==> config.mk <==
export PLATFORM = sky130hd
export DESIGN_NAME = dspDecoder
export DESIGN_NICKNAME = d
export VERILOG_FILES = /design/src/logic/decPkg.sv /design/src/logic/dspDecoder.sv /design/src/logic/execControl.sv /design/src/logic/instrClassify.sv /design/src/logic/instrReg.sv /design/src/logic/opDecode.sv /design/src/logic/regMoveDecode.sv /design/src/logic/stagePipe.sv
export SDC_FILE = /design/constraint.sdc
export NUM_CORES = 1
export LEC_CHECK = 0
export ABC_AREA = 1
export BUFFER_PORTS_ARGS = -buffer_cell sky130_fd_sc_hd__buf_4
export CAP_MARGIN = 10
export CORE_ASPECT_RATIO = 0.5
export CORE_MARGIN = 10
export CORE_UTILIZATION = 25
export CTS_CLUSTER_DIAMETER = 120
export DETAILED_ROUTE_END_ITERATION = 8
export PLACE_DENSITY_LB_ADDON = 0.12
export SETUP_SLACK_MARGIN = 0.3
export SLEW_MARGIN = 15
export SYNTH_ARGS = -nofsm -noshare
export SYNTH_HDL_FRONTEND = slang
export SYNTH_SLANG_ARGS = --single-unit
==> constraint.sdc <==
create_clock -name DSPCLK -period 4.75 [get_ports DSPCLK]
set_clock_uncertainty 0.2 [all_clocks]
set_input_delay 0.475 -clock DSPCLK [delete_from_list [all_inputs] [get_ports DSPCLK]]
set_output_delay 0.475 -clock DSPCLK [all_outputs]
set_load 0.01 [all_outputs]
==> src/logic/decPkg.sv <==
package decPkg;

  localparam int instrWidth = 24;
  localparam int numFormats = 31;
  localparam int numCoreRegs = 16;
  localparam int numDagRegs = 8;
  localparam int pfxWidth = 9;  // Longest opcode prefix

  typedef logic [instrWidth-1:0] instrWord_t;
  typedef logic [numFormats:1] fmtVec_t;  // Bit n flags format n

  localparam int fmtDualMem = 1;
  localparam int fmtImmDm = 2;
  localparam int fmtDirect = 3;
  localparam int fmtCompDm = 4;
  localparam int fmtCompPm = 5;
  localparam int fmtImmReg = 6;
  localparam int fmtImmCreg = 7;
  localparam int fmtCompMove = 8;
  localparam int fmtCond = 9;
  localparam int fmtJump = 10;
  localparam int fmtShMemDm = 12;
  localparam int fmtShMemPm = 13;
  localparam int fmtShMove = 14;
  localparam int fmtShImm = 15;
  localparam int fmtShCond = 16;
  localparam int fmtRegMove = 17;
  localparam int fmtJumpInd = 19;
  localparam int fmtReturn = 20;
  localparam int fmtIo = 29;
  localparam int fmtNop = 30;

  typedef struct packed {
    logic [pfxWidth-1:0] code;  // Left aligned on the top opcode bits
    logic [3:0] len;
  } opPrefix_t;

  localparam opPrefix_t pfxDualMem = '{code: 9'b101_000000, len: 4'd3};
  localparam opPrefix_t pfxImmDm = '{code: 9'b11_0000000, len: 4'd2};
  localparam opPrefix_t pfxDirect = '{code: 9'b011_000000, len: 4'd3};
  localparam opPrefix_t pfxCompDm = '{code: 9'b100_000000, len: 4'd3};
  localparam opPrefix_t pfxCompPm = '{code: 9'b0100_00000, len: 4'd4};
  localparam opPrefix_t pfxImmReg = '{code: 9'b0101_00000, len: 4'd4};
  localparam opPrefix_t pfxImmCreg = '{code: 9'b00101_0000, len: 4'd5};
  localparam opPrefix_t pfxCompMove = '{code: 9'b0011_00000, len: 4'd4};
  localparam opPrefix_t pfxCond = '{code: 9'b00100_0000, len: 4'd5};
  localparam opPrefix_t pfxJump = '{code: 9'b000101_000, len: 4'd6};
  localparam opPrefix_t pfxShMemDm = '{code: 9'b00010001_0, len: 4'd8};
  localparam opPrefix_t pfxShMemPm = '{code: 9'b0001001_00, len: 4'd7};
  localparam opPrefix_t pfxShMove = '{code: 9'b00001111_0, len: 4'd8};
  localparam opPrefix_t pfxShImm = '{code: 9'b00010000_0, len: 4'd8};
  localparam opPrefix_t pfxShCond = '{code: 9'b00001101_0, len: 4'd8};
  localparam opPrefix_t pfxRegMove = '{code: 9'b00001110_0, len: 4'd8};
  localparam opPrefix_t pfxJumpInd = '{code: 9'b00001100_0, len: 4'd8};
  localparam opPrefix_t pfxReturn = '{code: 9'b00001001_0, len: 4'd8};
  localparam opPrefix_t pfxIo = '{code: 9'b000000100, len: 4'd9};
  localparam opPrefix_t pfxNop = '{code: 9'b000000101, len: 4'd9};

  localparam logic [3:0] regAX0 = 4'd0;
  localparam logic [3:0] regAX1 = 4'd1;
  localparam logic [3:0] regMX0 = 4'd2;
  localparam logic [3:0] regMX1 = 4'd3;
  localparam logic [3:0] regAY0 = 4'd4;
  localparam logic [3:0] regAY1 = 4'd5;
  localparam logic [3:0] regMY0 = 4'd6;
  localparam logic [3:0] regMY1 = 4'd7;
  localparam logic [3:0] regSI = 4'd8;
  localparam logic [3:0] regSE = 4'd9;
  localparam logic [3:0] regAR = 4'd10;
  localparam logic [3:0] regMR0 = 4'd11;
  localparam logic [3:0] regMR1 = 4'd12;
  localparam logic [3:0] regMR2 = 4'd13;
  localparam logic [3:0] regSR0 = 4'd14;
  localparam logic [3:0] regSR1 = 4'd15;

  localparam logic [5:0] dagIBase0 = 6'h10;
  localparam logic [5:0] dagMBase0 = 6'h14;
  localparam logic [5:0] dagLBase0 = 6'h18;
  localparam logic [5:0] dagIBase1 = 6'h20;
  localparam logic [5:0] dagMBase1 = 6'h24;
  localparam logic [5:0] dagLBase1 = 6'h28;

  typedef struct packed {
    logic [numCoreRegs-1:0] mtCore;
    logic [numCoreRegs-1:0] mfCore;
    logic [numDagRegs-1:0] mtI;
    logic [numDagRegs-1:0] mtM;
    logic [numDagRegs-1:0] mtL;
    logic [numDagRegs-1:0] mfI;
    logic [numDagRegs-1:0] mfM;
    logic [numDagRegs-1:0] mfL;
  } regMove_t;

  typedef struct packed {
    logic aluOp;
    logic macOp;
    logic shtOp;
    logic updAR;
    logic updAF;
    logic updMR;
    logic updMF;
    logic updSR;
    logic usesCond;
  } opCtl_t;

  typedef struct packed {
    logic pRead;
    logic pWrite;
    logic dRead;
    logic dWrite;
    logic ioRead;
    logic ioWrite;
    logic post1;
    logic post2;
    logic dual;
  } memAccess_t;

  typedef struct packed {
    logic nonSeq;
    logic branch;
    logic call;
    logic rts;
    logic rti;
  } flowCtl_t;

endpackage

==> src/logic/dspDecoder.sv <==
`timescale 1ns/10ps

module dspDecoder (
  input  logic DSPCLK,
  input  logic PPclr,
  input  decPkg::instrWord_t instrWord,
  input  logic goD,
  input  logic goE,
  input  logic goC,
  input  logic prdErr,
  input  logic condTrue,
  output decPkg::instrWord_t ir,
  output decPkg::instrWord_t irE,
  output decPkg::fmtVec_t fmt,
  output decPkg::regMove_t regMoveE,
  output decPkg::opCtl_t opCtlE,
  output decPkg::memAccess_t memE,
  output decPkg::flowCtl_t flowE,
  output logic dummyE,
  output logic exEn,
  output logic exEnc
);
  import decPkg::*;

  regMove_t regMoveR;
  opCtl_t opCtlR;
  memAccess_t memR;
  flowCtl_t flowR;

  instrReg u_instrReg (.DSPCLK, .PPclr, .instrWord, .goD, .goE, .ir, .irE);

  instrClassify u_instrClassify (.ir, .fmt);

  regMoveDecode u_regMoveDecode (.ir, .fmt, .regMove(regMoveR));

  opDecode u_opDecode (.ir, .fmt, .opCtl(opCtlR), .mem(memR), .flow(flowR));

  stagePipe #(.payload_t(regMove_t)) u_regMovePipe (.DSPCLK, .PPclr, .goE, .goC,
    .dIn(regMoveR), .qE(regMoveE), .qC());

  stagePipe #(.payload_t(opCtl_t)) u_opCtlPipe (.DSPCLK, .PPclr, .goE, .goC,
    .dIn(opCtlR), .qE(opCtlE), .qC());

  stagePipe #(.payload_t(memAccess_t)) u_memPipe (.DSPCLK, .PPclr, .goE, .goC,
    .dIn(memR), .qE(memE), .qC());

  execControl u_execControl (.DSPCLK, .PPclr, .goE, .goC, .prdErr, .condTrue,
    .usesCondE(opCtlE.usesCond), .flowR, .flowE, .dummyE, .exEn, .exEnc);

endmodule

==> src/logic/execControl.sv <==
`timescale 1ns/10ps

module execControl (
  input  logic DSPCLK,
  input  logic PPclr,
  input  logic goE,
  input  logic goC,
  input  logic prdErr,
  input  logic condTrue,
  input  logic usesCondE,
  input  decPkg::flowCtl_t flowR,
  output decPkg::flowCtl_t flowE,
  output logic dummyE,
  output logic exEn,
  output logic exEnc
);

  logic prdErrC;
  logic dummyR;

  always_ff @(posedge DSPCLK or posedge PPclr) begin
    if (PPclr) begin
      prdErrC <= 1'b0;
    end else if (goC) begin
      prdErrC <= prdErr;  // Read error follows its instruction to commit
    end
  end

  assign dummyR = prdErr || prdErrC;

  always_ff @(posedge DSPCLK or posedge PPclr) begin
    if (PPclr) begin
      dummyE <= 1'b0;
      flowE <= '0;
    end else if (goE) begin
      dummyE <= dummyR;
      flowE <= dummyR ? '0 : flowR;  // No flow change from a dummy cycle
    end
  end

  assign exEn = !dummyE;
  assign exEnc = exEn && (!usesCondE || condTrue);

endmodule

==> src/logic/instrClassify.sv <==
`timescale 1ns/10ps

module instrClassify (
  input  decPkg::instrWord_t ir,
  output decPkg::fmtVec_t fmt
);
  import decPkg::*;

  function automatic logic hit(input instrWord_t word, input opPrefix_t pfx);
    logic [pfxWidth-1:0] mask;
    mask = ~({pfxWidth{1'b1}} >> pfx.len);  // Keep only the prefix bits
    return (word[instrWidth-1 -: pfxWidth] & mask) == (pfx.code & mask);
  endfunction

  // Prefixes are disjoint, so at most one bit is set
  always_comb begin
    fmt = '0;
    fmt[fmtDualMem] = hit(ir, pfxDualMem);
    fmt[fmtImmDm] = hit(ir, pfxImmDm);
    fmt[fmtDirect] = hit(ir, pfxDirect);
    fmt[fmtCompDm] = hit(ir, pfxCompDm);
    fmt[fmtCompPm] = hit(ir, pfxCompPm);
    fmt[fmtImmReg] = hit(ir, pfxImmReg);
    fmt[fmtImmCreg] = hit(ir, pfxImmCreg);
    fmt[fmtCompMove] = hit(ir, pfxCompMove);
    fmt[fmtCond] = hit(ir, pfxCond);
    fmt[fmtJump] = hit(ir, pfxJump);
    fmt[fmtShMemDm] = hit(ir, pfxShMemDm);
    fmt[fmtShMemPm] = hit(ir, pfxShMemPm);
    fmt[fmtShMove] = hit(ir, pfxShMove);
    fmt[fmtShImm] = hit(ir, pfxShImm);
    fmt[fmtShCond] = hit(ir, pfxShCond);
    fmt[fmtRegMove] = hit(ir, pfxRegMove);
    fmt[fmtJumpInd] = hit(ir, pfxJumpInd);
    fmt[fmtReturn] = hit(ir, pfxReturn);
    fmt[fmtIo] = hit(ir, pfxIo);
    fmt[fmtNop] = hit(ir, pfxNop);
  end

endmodule

==> src/logic/instrReg.sv <==
`timescale 1ns/10ps

module instrReg (
  input  logic DSPCLK,
  input  logic PPclr,
  input  decPkg::instrWord_t instrWord,
  input  logic goD,
  input  logic goE,
  output decPkg::instrWord_t ir,
  output decPkg::instrWord_t irE
);

  always_ff @(posedge DSPCLK or posedge PPclr) begin
    if (PPclr) begin
      ir <= '0;
    end else if (goD) begin
      ir <= instrWord;  // Fetched word enters decode
    end
  end

  // Operand fields are read from this copy during execute
  always_ff @(posedge DSPCLK or posedge PPclr) begin
    if (PPclr) begin
      irE <= '0;
    end else if (goE) begin
      irE <= ir;
    end
  end

endmodule

==> src/logic/opDecode.sv <==
`timescale 1ns/10ps

module opDecode (
  input  decPkg::instrWord_t ir,
  input  decPkg::fmtVec_t fmt,
  output decPkg::opCtl_t opCtl,
  output decPkg::memAccess_t mem,
  output decPkg::flowCtl_t flow
);
  import decPkg::*;

  logic compFmt;
  logic dual;
  logic [4:0] amf;

  assign amf = ir[17:13];  // ALU/MAC function field
  assign dual = fmt[fmtDualMem];
  assign compFmt = fmt[fmtDualMem] || fmt[fmtCompDm] || fmt[fmtCompPm] ||
                   fmt[fmtCompMove] || fmt[fmtCond];

  assign opCtl.aluOp = compFmt && amf[4];
  assign opCtl.macOp = compFmt && !amf[4] && (|amf[3:0]);
  assign opCtl.shtOp = fmt[fmtShMemDm] || fmt[fmtShMemPm] || fmt[fmtShMove] ||
                       fmt[fmtShImm] || fmt[fmtShCond];
  // Bit 18 steers the result to the feedback register
  assign opCtl.updAR = opCtl.aluOp && (!ir[18] || dual);
  assign opCtl.updAF = opCtl.aluOp && ir[18] && !dual;
  assign opCtl.updMR = opCtl.macOp && (!ir[18] || dual);
  assign opCtl.updMF = opCtl.macOp && ir[18] && !dual;
  assign opCtl.updSR = opCtl.shtOp && (ir[14:13] != 2'b11);
  assign opCtl.usesCond = fmt[fmtCond] || fmt[fmtJump] || fmt[fmtShCond] ||
                          fmt[fmtJumpInd] || fmt[fmtReturn];

  assign mem.pRead = dual || (fmt[fmtCompPm] && !ir[19]) ||
                     (fmt[fmtShMemPm] && !ir[15]);
  assign mem.pWrite = (fmt[fmtCompPm] && ir[19]) || (fmt[fmtShMemPm] && ir[15]);
  assign mem.dRead = dual || (fmt[fmtDirect] && !ir[20]) ||
                     (fmt[fmtCompDm] && !ir[19]) || (fmt[fmtShMemDm] && !ir[15]);
  assign mem.dWrite = fmt[fmtImmDm] || (fmt[fmtDirect] && ir[20]) ||
                      (fmt[fmtCompDm] && ir[19]) || (fmt[fmtShMemDm] && ir[15]);
  assign mem.ioRead = fmt[fmtIo] && !ir[15];
  assign mem.ioWrite = fmt[fmtIo] && ir[15];
  assign mem.post1 = dual || (fmt[fmtShMemDm] && !ir[16]) ||
                     ((fmt[fmtImmDm] || fmt[fmtCompDm]) && !ir[20]);
  // Program memory is always addressed by the second unit
  assign mem.post2 = dual || fmt[fmtCompPm] || fmt[fmtShMemPm] ||
                     (fmt[fmtShMemDm] && ir[16]) ||
                     ((fmt[fmtImmDm] || fmt[fmtCompDm]) && ir[20]);
  assign mem.dual = dual;

  assign flow.branch = fmt[fmtJump] || fmt[fmtJumpInd];
  assign flow.call = (fmt[fmtJump] && ir[18]) || (fmt[fmtJumpInd] && ir[4]);
  assign flow.rts = fmt[fmtReturn] && !ir[4];
  assign flow.rti = fmt[fmtReturn] && ir[4];
  assign flow.nonSeq = flow.branch || fmt[fmtReturn];

endmodule

==> src/logic/regMoveDecode.sv <==
`timescale 1ns/10ps

module regMoveDecode (
  input  decPkg::instrWord_t ir,
  input  decPkg::fmtVec_t fmt,
  output decPkg::regMove_t regMove
);
  import decPkg::*;

  logic [5:0] dCode;
  logic [5:0] sCode;
  logic mtReg;
  logic mfReg;
  logic [numCoreRegs-1:0] dualLoad;

  function automatic logic [numCoreRegs-1:0] coreSel(input logic [5:0] code);
    coreSel = '0;
    if (code[5:4] == 2'b00)
      coreSel[code[3:0]] = 1'b1;
  endfunction

  // Each DAG group holds four registers at an aligned base
  function automatic logic [numDagRegs-1:0] dagSel(input logic [5:0] code,
      input logic [5:0] base0, input logic [5:0] base1);
    dagSel = '0;
    if (code[5:2] == base0[5:2])
      dagSel[{1'b0, code[1:0]}] = 1'b1;
    else if (code[5:2] == base1[5:2])
      dagSel[{1'b1, code[1:0]}] = 1'b1;
  endfunction

  assign dCode[5:4] = fmt[fmtRegMove] ? ir[11:10] :
                      (fmt[fmtDirect] || fmt[fmtImmCreg]) ? ir[19:18] : 2'b00;
  assign dCode[3:0] = (fmt[fmtDirect] || fmt[fmtImmReg] || fmt[fmtImmCreg] ||
                       fmt[fmtIo]) ? ir[3:0] : ir[7:4];
  assign sCode[5:4] = fmt[fmtRegMove] ? ir[9:8] :
                      fmt[fmtDirect] ? ir[19:18] : 2'b00;
  assign sCode[3:0] = (fmt[fmtDirect] || fmt[fmtCompMove] || fmt[fmtShMove] ||
                       fmt[fmtRegMove] || fmt[fmtIo]) ? ir[3:0] : ir[7:4];

  assign mtReg = (fmt[fmtDirect] && !ir[20]) || fmt[fmtImmCreg] || fmt[fmtRegMove] ||
                 ((fmt[fmtCompDm] || fmt[fmtCompPm]) && !ir[19]) ||
                 fmt[fmtImmReg] || fmt[fmtCompMove] || fmt[fmtShMove] ||
                 ((fmt[fmtShMemDm] || fmt[fmtShMemPm] || fmt[fmtIo]) && !ir[15]);
  assign mfReg = fmt[fmtCompMove] || fmt[fmtShMove] || fmt[fmtRegMove] ||
                 (fmt[fmtDirect] && ir[20]) ||
                 ((fmt[fmtCompDm] || fmt[fmtCompPm]) && ir[19]) ||
                 ((fmt[fmtShMemDm] || fmt[fmtShMemPm] || fmt[fmtIo]) && ir[15]);

  // Dual memory read fills one X and one Y operand register
  assign dualLoad = fmt[fmtDualMem] ?
                    (coreSel({2'b00, regAX0 + ir[19:18]}) |
                     coreSel({2'b00, regAY0 + ir[21:20]})) : '0;

  always_comb begin
    regMove = '0;
    if (mtReg) begin
      regMove.mtCore = coreSel(dCode);
      regMove.mtI = dagSel(dCode, dagIBase0, dagIBase1);
      regMove.mtM = dagSel(dCode, dagMBase0, dagMBase1);
      regMove.mtL = dagSel(dCode, dagLBase0, dagLBase1);
    end
    if (mfReg) begin
      regMove.mfCore = coreSel(sCode);
      regMove.mfI = dagSel(sCode, dagIBase0, dagIBase1);
      regMove.mfM = dagSel(sCode, dagMBase0, dagMBase1);
      regMove.mfL = dagSel(sCode, dagLBase0, dagLBase1);
    end
    regMove.mtCore = regMove.mtCore | dualLoad;
  end

endmodule

==> src/logic/stagePipe.sv <==
`timescale 1ns/10ps

module stagePipe #(
  parameter type payload_t = logic
) (
  input  logic DSPCLK,
  input  logic PPclr,
  input  logic goE,
  input  logic goC,
  input  payload_t dIn,
  output payload_t qE,
  output payload_t qC
);

  always_ff @(posedge DSPCLK or posedge PPclr) begin
    if (PPclr) begin
      qE <= '0;
    end else if (goE) begin
      qE <= dIn;  // Decoded payload enters execute
    end
  end

  always_ff @(posedge DSPCLK or posedge PPclr) begin
    if (PPclr) begin
      qC <= '0;
    end else if (goC) begin
      qC <= qE;
    end
  end

endmodule

* After elaboration in Yosys (flattened, before gate mapping)
Cells that the tools add are included.
** Operators by class
- Add/subtract/negate cells :: 1
- $lt $le $gt $ge :: 16
- Equal/unequal tests :: 33
- Multiplexer cells :: 42
- Bitwise operators :: 2
- Reductions and logical operators :: 112
** Operators by type and width (count)
- $mux 8 :: 12
- $mux 16 :: 5
- $logic_or 1x1->1 :: 56
- $mux 24 :: 2
- $logic_and 1x1->1 :: 43
- $eq 8x4->1 const B :: 5
- $eq 4x3->1 const B :: 8
- $eq 4x4->1 const B :: 6
- $eq 9x3->1 const B :: 2
- $eq 8x5->1 const B :: 2
- $or 16x16->16 :: 1
- $or 4x16->16 :: 1
- $lt 4x5->1 const B :: 3
- $demux 1 s4 :: 3
- $ge 4x1->1 const B :: 3
- $demux 1 s2 :: 5
- $eq 5x3->1 const B :: 2
- $logic_not 1->1 :: 10
- $lt 2x4->1 const B :: 2
- $lt 3x4->1 const B :: 2
- $mux 1 :: 8
- $mux 2 :: 4
- $mux 4 :: 2
- $eq 7x4->1 const B :: 1
- 13 further kinds :: 18
** Word-level totals
- Register bits :: 153
- Bits of input ports :: 31
- Output and inout bits :: 185
- Word-level logic and storage cells :: 241

* Depth between registers and ports, before layout
Gate-level depths: netlist (run 1).
- Word-level depth :: 13
- Depth in mapped cells :: 13
- Gate-level depth less buffers :: 12

* Cells and area by module
A second synthesis (run 1) with hierarchy kept.
** Unflattened totals
- Cell total of the unflattened synthesis :: 1484
- Area total of the unflattened synthesis :: 11582.4 um2
** By module, submodules not included
- stagePipe at u_regMovePipe :: times used 1, cells each 677, area each 6105.9 um2, sequential area each 4003.8 um2
- instrReg :: times used 1, cells each 205, area each 1901.8 um2, sequential area each 1201.2 um2
- stagePipe at u_memPipe ... :: times used 2, cells each 77, area each 686.9 um2, sequential area each 450.4 um2
- regMoveDecode :: times used 1, cells each 287, area each 1288.7 um2, sequential area each 0.0 um2
- instrClassify :: times used 1, cells each 68, area each 337.8 um2, sequential area each 0.0 um2
- execControl :: times used 1, cells each 33, area each 290.3 um2, sequential area each 175.2 um2
- opDecode :: times used 1, cells each 60, area each 284.0 um2, sequential area each 0.0 um2

* Least setup slack after synthesis (run 1)
OpenSTA, ideal clock, no wires.
- Path kind :: register -> register
- Start point :: register u_instrReg.ir[23]
- End point :: register u_regMovePipe.qE[28] (netlist bit)
- Setup time :: 0.119 ns
- Arrival time :: 1.639 ns
- Data required time :: 4.431 ns
- Path slack :: 2.792 ns
- Cell stages (with the launch flop) :: 12
- Buffers on the path :: 1
- Path through :: dfrtp_1 buf_6 nor2_2 nand2_1 nor2_4 nor2_1 o21ai_2 inv_1 nand2_1 nor2_2 nand4_1 nand2_1
** Between the ends
- Elaborated cells between the ends (all ways) :: 41
** RTL lines
- start, declared :: RTL line instrReg.sv:9 : output decPkg::instrWord_t ir,
- start signal, assigned :: RTL line instrReg.sv:17 : ir <= instrWord;
- $eq 5x3->1 (*) :: RTL line instrClassify.sv:12 : return (word[instrWidth-1 -: pfxWidth] & mask) == (pfx.code & mask);
- named net fmt[6] :: RTL line dspDecoder.sv:14 : output decPkg::fmtVec_t fmt,
- $logic_or 1x1->1 (2 in series) :: RTL line regMoveDecode.sv:34 : assign dCode[3:0] = (fmt[fmtDirect] || fmt[fmtImmReg] || fmt[fmtImmCreg] ||
- $mux 4 :: RTL line regMoveDecode.sv:35 : fmt[fmtIo]) ? ir[3:0] : ir[7:4];
- $lt 3x4->1 (implied by the code) / $ge 3x1->1 (equally long branches) :: RTL line regMoveDecode.sv:29 : dagSel[{1'b1, code[1:0]}] = 1'b1;
- $logic_and 1x1->1 (implied by the code) :: RTL line regMoveDecode.sv:29
- $mux 1 (implied by the code) :: RTL line regMoveDecode.sv:29
- $demux 1 s2
- $mux 8 :: RTL line regMoveDecode.sv:28 : else if (code[5:2] == base1[5:2])
- $mux 8 :: RTL line regMoveDecode.sv:26 : if (code[5:2] == base0[5:2])
- $mux 24 (*) :: RTL line regMoveDecode.sv:57 : if (mtReg) begin
- end signal, assigned :: RTL line stagePipe.sv:19 : qE <= dIn;
- end, declared :: RTL line stagePipe.sv:11 : output payload_t qE,
The timed path passes the listed nets; every way through them passes the cells marked *.
A chain may end at the register's enable or synchronous reset.

* Worst setup path after layout (run 1)
- Start point :: register u_instrReg.ir[21]
- End point :: output port fmt[29]
** Between the ends
- Longest elaborated chain between the ends :: 1
** Ends and longest elaborated chain (RTL line)
- $eq 9x3->1 :: instrClassify.sv:12
- end, declared :: dspDecoder.sv:14
No other way between the ends.

==> run_results.csv, run 1 <==
group,metric,value,unit
worst_hold_path,whs_path_depth,3,
final_layout,stdcell_area,9490,um2
route,ant_nets,0,
clock_network,clk_latency,0.44,ns
clock_network,post_cts_resized,0,
setup_path,path_class,"flip-flop to output pin",
yosys,synth_top_area_frac,0.539,
yosys,netlist_area,7100,um2
final_layout,multiInputGateArea,2830,um2
sta,rsz0062_at_grt,"false",
run_status,outcome,"complete, no violations",
grt,first_global_vias,6490,
placement,dpl.hpwl,19600,um
floorplan,io_pins,216,
setup_path,r2r_start,"u_instrReg.ir[18]$_DFFE_PP0P_",
setup_path,r2r_cells,8,
yosys,yosys.area.top_type,"dfrtp_1",
sta,slew_headroom,0.430,
setup_path,path_common_cell,"nand2_1",
worst_hold_path,min_path_type,"input port to flip-flop",
yosys,synth_cell_type_count,36,
power_and_ir_drop,vdd_drop_max,259,uV
yosys,yosys_warnings,0,
sta,worst_pin_slew,0.855,ns
yosys,synth_cells,867,
placement,port_buffers,204,
grt,grt_antenna_before_repair,0,
clock_network,clock_sinks,153,
power_and_ir_drop,powerDensity,350,nW/um2
yosys,synth.area.top_cells,"dfrtp_1, nand2_1, o21ai_0",
route,num_vias,6294,
floorplan,start_util,0.255,
sta,clock.fmax,0.373,GHz
clock_network,clk_pin_slew,0.06,ns
setup_path,cp_slowest_cell,"dfrtp_1",
setup_path,critPathMaxFanout,9,
clock_network,cts_setup_buffers,0,
final_layout,fill_cells,2979,
floorplan,rows,43,
yosys,yosysMostFrequentCell,"nand2_1",
setup_path,cp-end-kind,"output pin",
final_layout,nets,1087,
route,drtIter0Drc,508,
power_and_ir_drop,leakagePower,5.07,nW
sta,period_needed,2.68,ns
grt,grt_pass1_wl,40200,um
yosys,synth_ff_type,"dfrtp_1",
route,drt-wirelength-per-cell,18.0,um
route,route.detailed.drc,0,
final_layout,drive_above_1_share,0.288,
setup_path,startpoint,"u_instrReg.ir[21]$_DFFE_PP0P_",
yosys,syn_area_per_cell,8.19,um2
clock_network,cts_tree,"done",
sta,post-route-period-util,0.565,
grt,grt_max_degree,154,
yosys,synth_edf_count,0,
grt,grt_usage,0.144,
route,post_drt_via_cell_ratio,4.34,
route,drt_wl_total,26000,um
route,dr.pass1.iters,5,
setup_path,reg2reg_slack,2.14,ns
clock_network,cts_buffers,17,
floorplan,die_w,258,um
floorplan,design.die.area,36000,um2
clock_network,holdBufCountCts,0,
clock_network,clock_tree.root_cell,"clkbuf_16",
yosys,ys_async_sr_fraction,1.00,
sta,hold_violations,0,
yosys,netlist_top_cells_count,"nand2_1, dfrtp_1, o21ai_0",
setup_path,start_kind,"flip-flop",
yosys,synth-seq-area-share,0.539,
setup_path,critPathMaxStageDelay,0.47,ns
sta,drv_slew,0,
final_layout,final-seq-area,3830,um2
placement,place_congestion,0.867,
setup_path,cp_data_arrival_time,2.01,ns
final_layout,synthToLayoutAreaGrowth,33.6,%
setup_path,crit_chain,"inv_2 > nand2_1 > nor2_4 > nand2_1 > nor3_1 > buf_4",
clock_network,cts_max_path_buffers,2,
setup_path,critPathRequiredTime,4.07,ns
grt,grt-ovfl-total,0,
final_layout,diodes,0,
floorplan,chipHeight,139,um
clock_network,htreeDepth,4,
sta,final-setup-viol-count,0,
floorplan,placeableCoreArea,27800,um2
sta,finalSetupTns,0,ns
yosys,ys_ff_latch,153,
worst_hold_path,worstHoldStart,"instrWord[7]",
flow_run,maxCapViolations,0,
placement,postPlaceCellArea,8930,um2
layout make-up:
type | count | share of cell area
Clock inverter | 10 | 0.0102
Inverter | 57 | 0.0235
Sequential cell | 153 | 0.403
Multi-Input combinational cell | 621 | 0.298
Clock buffer | 20 | 0.0492
Timing Repair Buffer | 206 | 0.166
Tap cell | 382 | 0.0504
where the power goes:
part	leakage [nW]	internal (mW)	switching (mW)
Sequential	2.03	1.37	0.0658
Combinational	2.77	0.189	0.362
Clock	0.266	0.757	0.574
logic make-up after synthesis:
kind of cell,count (synthesis),synth area share
flops,153,0.539
other cells,1,0.000528
compound gates,91,0.0712
simple gates,519,0.321
buf+inv,103,0.0683
state kept, by name, summed over array words and instances (netlist names):
register               count
u_execControl.flowE        5
u_execControl.dummyE       1
u_execControl.prdErrC      1
u_regMovePipe.qE          80
u_memPipe.qE               9
u_opCtlPipe.qE             9
u_instrReg.irE            24
u_instrReg.ir             24
critical path, delay by kind of cell (launching register included):
kind	cells	cell delay, ns
flip-flops	1	0.47
AND/OR/NAND/NOR	4	0.68
buffers and inverters	2	0.41
metrics by stage:
| stage | util | total power, mW | hold slack, ns | setup WS, ns | instances |
|---|---|---|---|---|---|
| floorplan | - | 1.77 | 0.297 | 2.14 | 877 |
| detailed placement | 0.321 | 2.02 | 0.266 | 2.21 | 1419 |
| finish | 0.341 | 3.32 | 0.0399 | 2.07 | 1449 |
| global placement | 0.321 | 2.02 | 0.262 | 2.20 | 1419 |
| CTS | 0.341 | 3.37 | 0.0154 | 2.08 | 1449 |
| global route | 0.341 | 3.48 | 0.0231 | 1.92 | 1449 |
worst paths after layout:
path | to
min in group asynchronous | u_regMovePipe.qE[41]$_DFFE_PP0P_
max in group asynchronous | u_regMovePipe.qE[49]$_DFFE_PP0P_
worst max-delay path | fmt[29]
worst min-delay path | u_instrReg.ir[7]$_DFFE_PP0P_
worst max register to register | u_regMovePipe.qE[7]$_DFFE_PP0P_
worst min register to register | u_instrReg.irE[23]$_DFFE_PP0P_
layout by cell type (no fill, tap or decap), drive strengths merged:
| cell type | instances |
|---|---|
| a22o | 1 |
| o211ai | 1 |
| nor4 | 1 |
| o31ai | 3 |
| a32o | 1 |
| nand4 | 13 |
| bufinv | 1 |
| buf | 206 |
| o311ai | 1 |
| o22ai | 3 |
| o21ai | 67 |
| nand2 | 383 |
| nand3 | 29 |
| conb | 11 |
| nor2 | 87 |
| clkbuf | 20 |
| inv | 57 |
| dfrtp | 153 |
| nand3b | 1 |
| a32oi | 1 |
| nor3 | 5 |
| clkinvlp | 5 |
| a21oi | 7 |
| a31oi | 2 |
| a22oi | 4 |
| clkinv | 4 |
routing by layer:
layer  vias up  share of wire  global-route usage
met2       136           0.49               0.236
met5         -              0                   0
met4         0          0.014              0.0357
met3        19          0.043              0.0431
met1      3059           0.45               0.182
li1       3080              -                   -
No activity file was read; power rests on OpenSTA's default activity.
==> run 2: changes to the inputs <==
Clock period 4.75 ns to 2.5 ns, I/O delays scaled along.
==> run_results.csv, run 2 (synthesis gave the netlist of run 1 again) <==
group,metric,value,unit
run_status,outcome,"complete, no violations",
setup_path,critPathMaxFanout,5,
sta,rsz0062_at_grt,"true",
sta,clock.fmax,0.453,GHz
final_layout,final_common_cell,"nand2_1",
sta,hold_violations,0,
sta,final-setup-viol-count,0,
grt,grt_usage,0.150,
setup_path,start_kind,"flip-flop",
grt,grt_antenna_before_repair,0,
clock_network,clock_tree.root_cell,"clkbuf_16",
floorplan,placeableCoreArea,27800,um2
route,ant_nets,0,
grt,grt-ovfl-total,0,
floorplan,design.die.area,36000,um2
setup_path,critPathMaxStageDelay,0.47,ns
placement,place_congestion,0.853,
final_layout,nets,1172,
final_layout,final-seq-area,3840,um2
setup_path,cp_data_arrival_time,1.76,ns
setup_path,critPathRequiredTime,2.05,ns
worst_hold_path,min_path_type,"input port to flip-flop",
clock_network,cts_tree,"done",
setup_path,crit_family,"flip-flops",
grt,first_global_vias,6663,
clock_network,clk_pin_slew,0.06,ns
grt,grt_pass1_wl,41600,um
floorplan,chipHeight,139,um
sta,finalSetupTns,0,ns
sta,drv_slew,0,
setup_path,path_buf_inv,3,
power_and_ir_drop,leakagePower,5.67,nW
placement,port_buffers,204,
power_and_ir_drop,vdd_drop_max,525,uV
power_and_ir_drop,finalPower,6.86,mW
route,dr.pass1.iters,6,
final_layout,fill_cells,2832,
grt,grt_max_degree,71,
setup_path,cp_slowest_cell,"dfrtp_2",
clock_network,cts_max_path_buffers,2,
clock_network,clk_latency,0.44,ns
setup_path,reg2reg_slack,0.30,ns
setup_path,path_class,"flip-flop to output pin",
sta,worst_pin_slew,0.578,ns
final_layout,layout_common_cells,"nand2_1, buf_4, dfrtp_1, o21ai_0, nand2_2",
final_layout,synthToLayoutAreaGrowth,54.4,%
setup_path,crit_chain,"inv_4 > nand2_2 > nor2_4 > buf_4 > nand2_2 > nor2_4 > buf_4",
sta,post-route-period-util,0.882,
final_layout,largest_reg_flops,80,
route,drt-wirelength-per-cell,18.0,um
clock_network,htreeDepth,4,
route,post_drt_via_cell_ratio,4.43,
final_layout,top_register,"u_regMovePipe.qE",
clock_network,cts_buffers,17,
sta,slew_headroom,0.614,
placement,dpl.hpwl,20400,um
flow_run,maxCapViolations,0,
route,route.detailed.drc,0,
floorplan,rows,43,
floorplan,io_pins,216,
sta,fin_hold_ws,0.0832,ns
final_layout,multiInputGateArea,3410,um2
floorplan,die_w,258,um
setup_path,cp-end-kind,"output pin",
clock_network,clock_sinks,153,
route,drtIter0Drc,439,
route,num_vias,6804,
final_layout,largestRegisters,"u_regMovePipe.qE: 80 flops, u_instrReg.irE: 24 flops, u_instrReg.ir: 24 flops",
sta,period_needed,2.21,ns
route,drt_wl_total,27700,um
floorplan,start_util,0.255,
power_and_ir_drop,powerDensity,626,nW/um2
final_layout,drive_above_1_share,0.394,
final_layout,diodes,0,
==> run 2: final cells by class <==
class	instances	area share
clock buffer	19	0.0404
clock inverter	13	0.0154
inverter	57	0.0214
multi-input combinational	624	0.311
sequential	153	0.350
tap	382	0.0436
timing repair buffer	288	0.218
==> run 2: per-stage QoR <==
step / instances / area [um2] / worst slack, ns / util
after floorplan: 877 / 7140 / 0.119 / -
after global placement: 1438 / 9120 / 0.116 / 0.328
after detailed placement: 1438 / 9120 / 0.0487 / 0.328
after CTS: 1512 / 10200 / 0.272 / 0.368
after global routing: 1536 / 11000 / 0.187 / 0.394
final: 1536 / 11000 / 0.294 / 0.394
==> run 2: path summary, 6_finish.rpt <==
| path | from | to | depth (start not counted) |
|---|---|---|---|
| worst min register to register | u_instrReg.irE[23]$_DFFE_PP0P_ | u_instrReg.irE[23]$_DFFE_PP0P_ | 2 |
| min in group asynchronous | PPclr | u_regMovePipe.qE[23]$_DFFE_PP0P_ | 3 |
| worst max register to register | u_instrReg.ir[19]$_DFFE_PP0P_ | u_regMovePipe.qE[70]$_DFFE_PP0P_ | 10 |
| max in group asynchronous | PPclr | u_instrReg.ir[18]$_DFFE_PP0P_ | 4 |
| worst max-delay path | u_instrReg.ir[23]$_DFFE_PP0P_ | fmt[18] | 7 |
| worst min-delay path | goD | u_instrReg.ir[17]$_DFFE_PP0P_ | 3 |
==> run 2: report_power, final <==
part | internal (mW) | leakage, nW | total [mW] | switching (mW)
combinational | 0.542 | 3.35 | 1.43 | 0.886
clock | 1.60 | 0.286 | 2.71 | 1.11
sequential | 2.61 | 2.03 | 2.72 | 0.116
total | 4.75 | 5.67 | 6.86 | 2.11
==> run 2: tightest hold or removal path, stage by stage <==
cell     delay, ns
buf_4         0.26
nand2_1       0.10
o21ai_0       0.07
==> run 2: what timing repair did <==
item / 4_1_cts / 5_1_grt
hold buffers: 29 / 0
endpoints found under the setup margin: 93 / 92
gates resized for setup: 35 / 126
setup buffers: 12 / 21
pin swaps: 2 / 55
cloned: 1 / 3
endpoints found under the hold margin: 45 / 0
==> run 2: per-layer routing <==
metal / track usage / vias up / share of wire
met3: 0.0391 / 14 / 0.045
li1: - / 3274 / -
met1: 0.187 / 3358 / 0.44
met4: 0.0314 / 0 / 0.0076
met5: 0 / - / 0
met2: 0.255 / 158 / 0.51
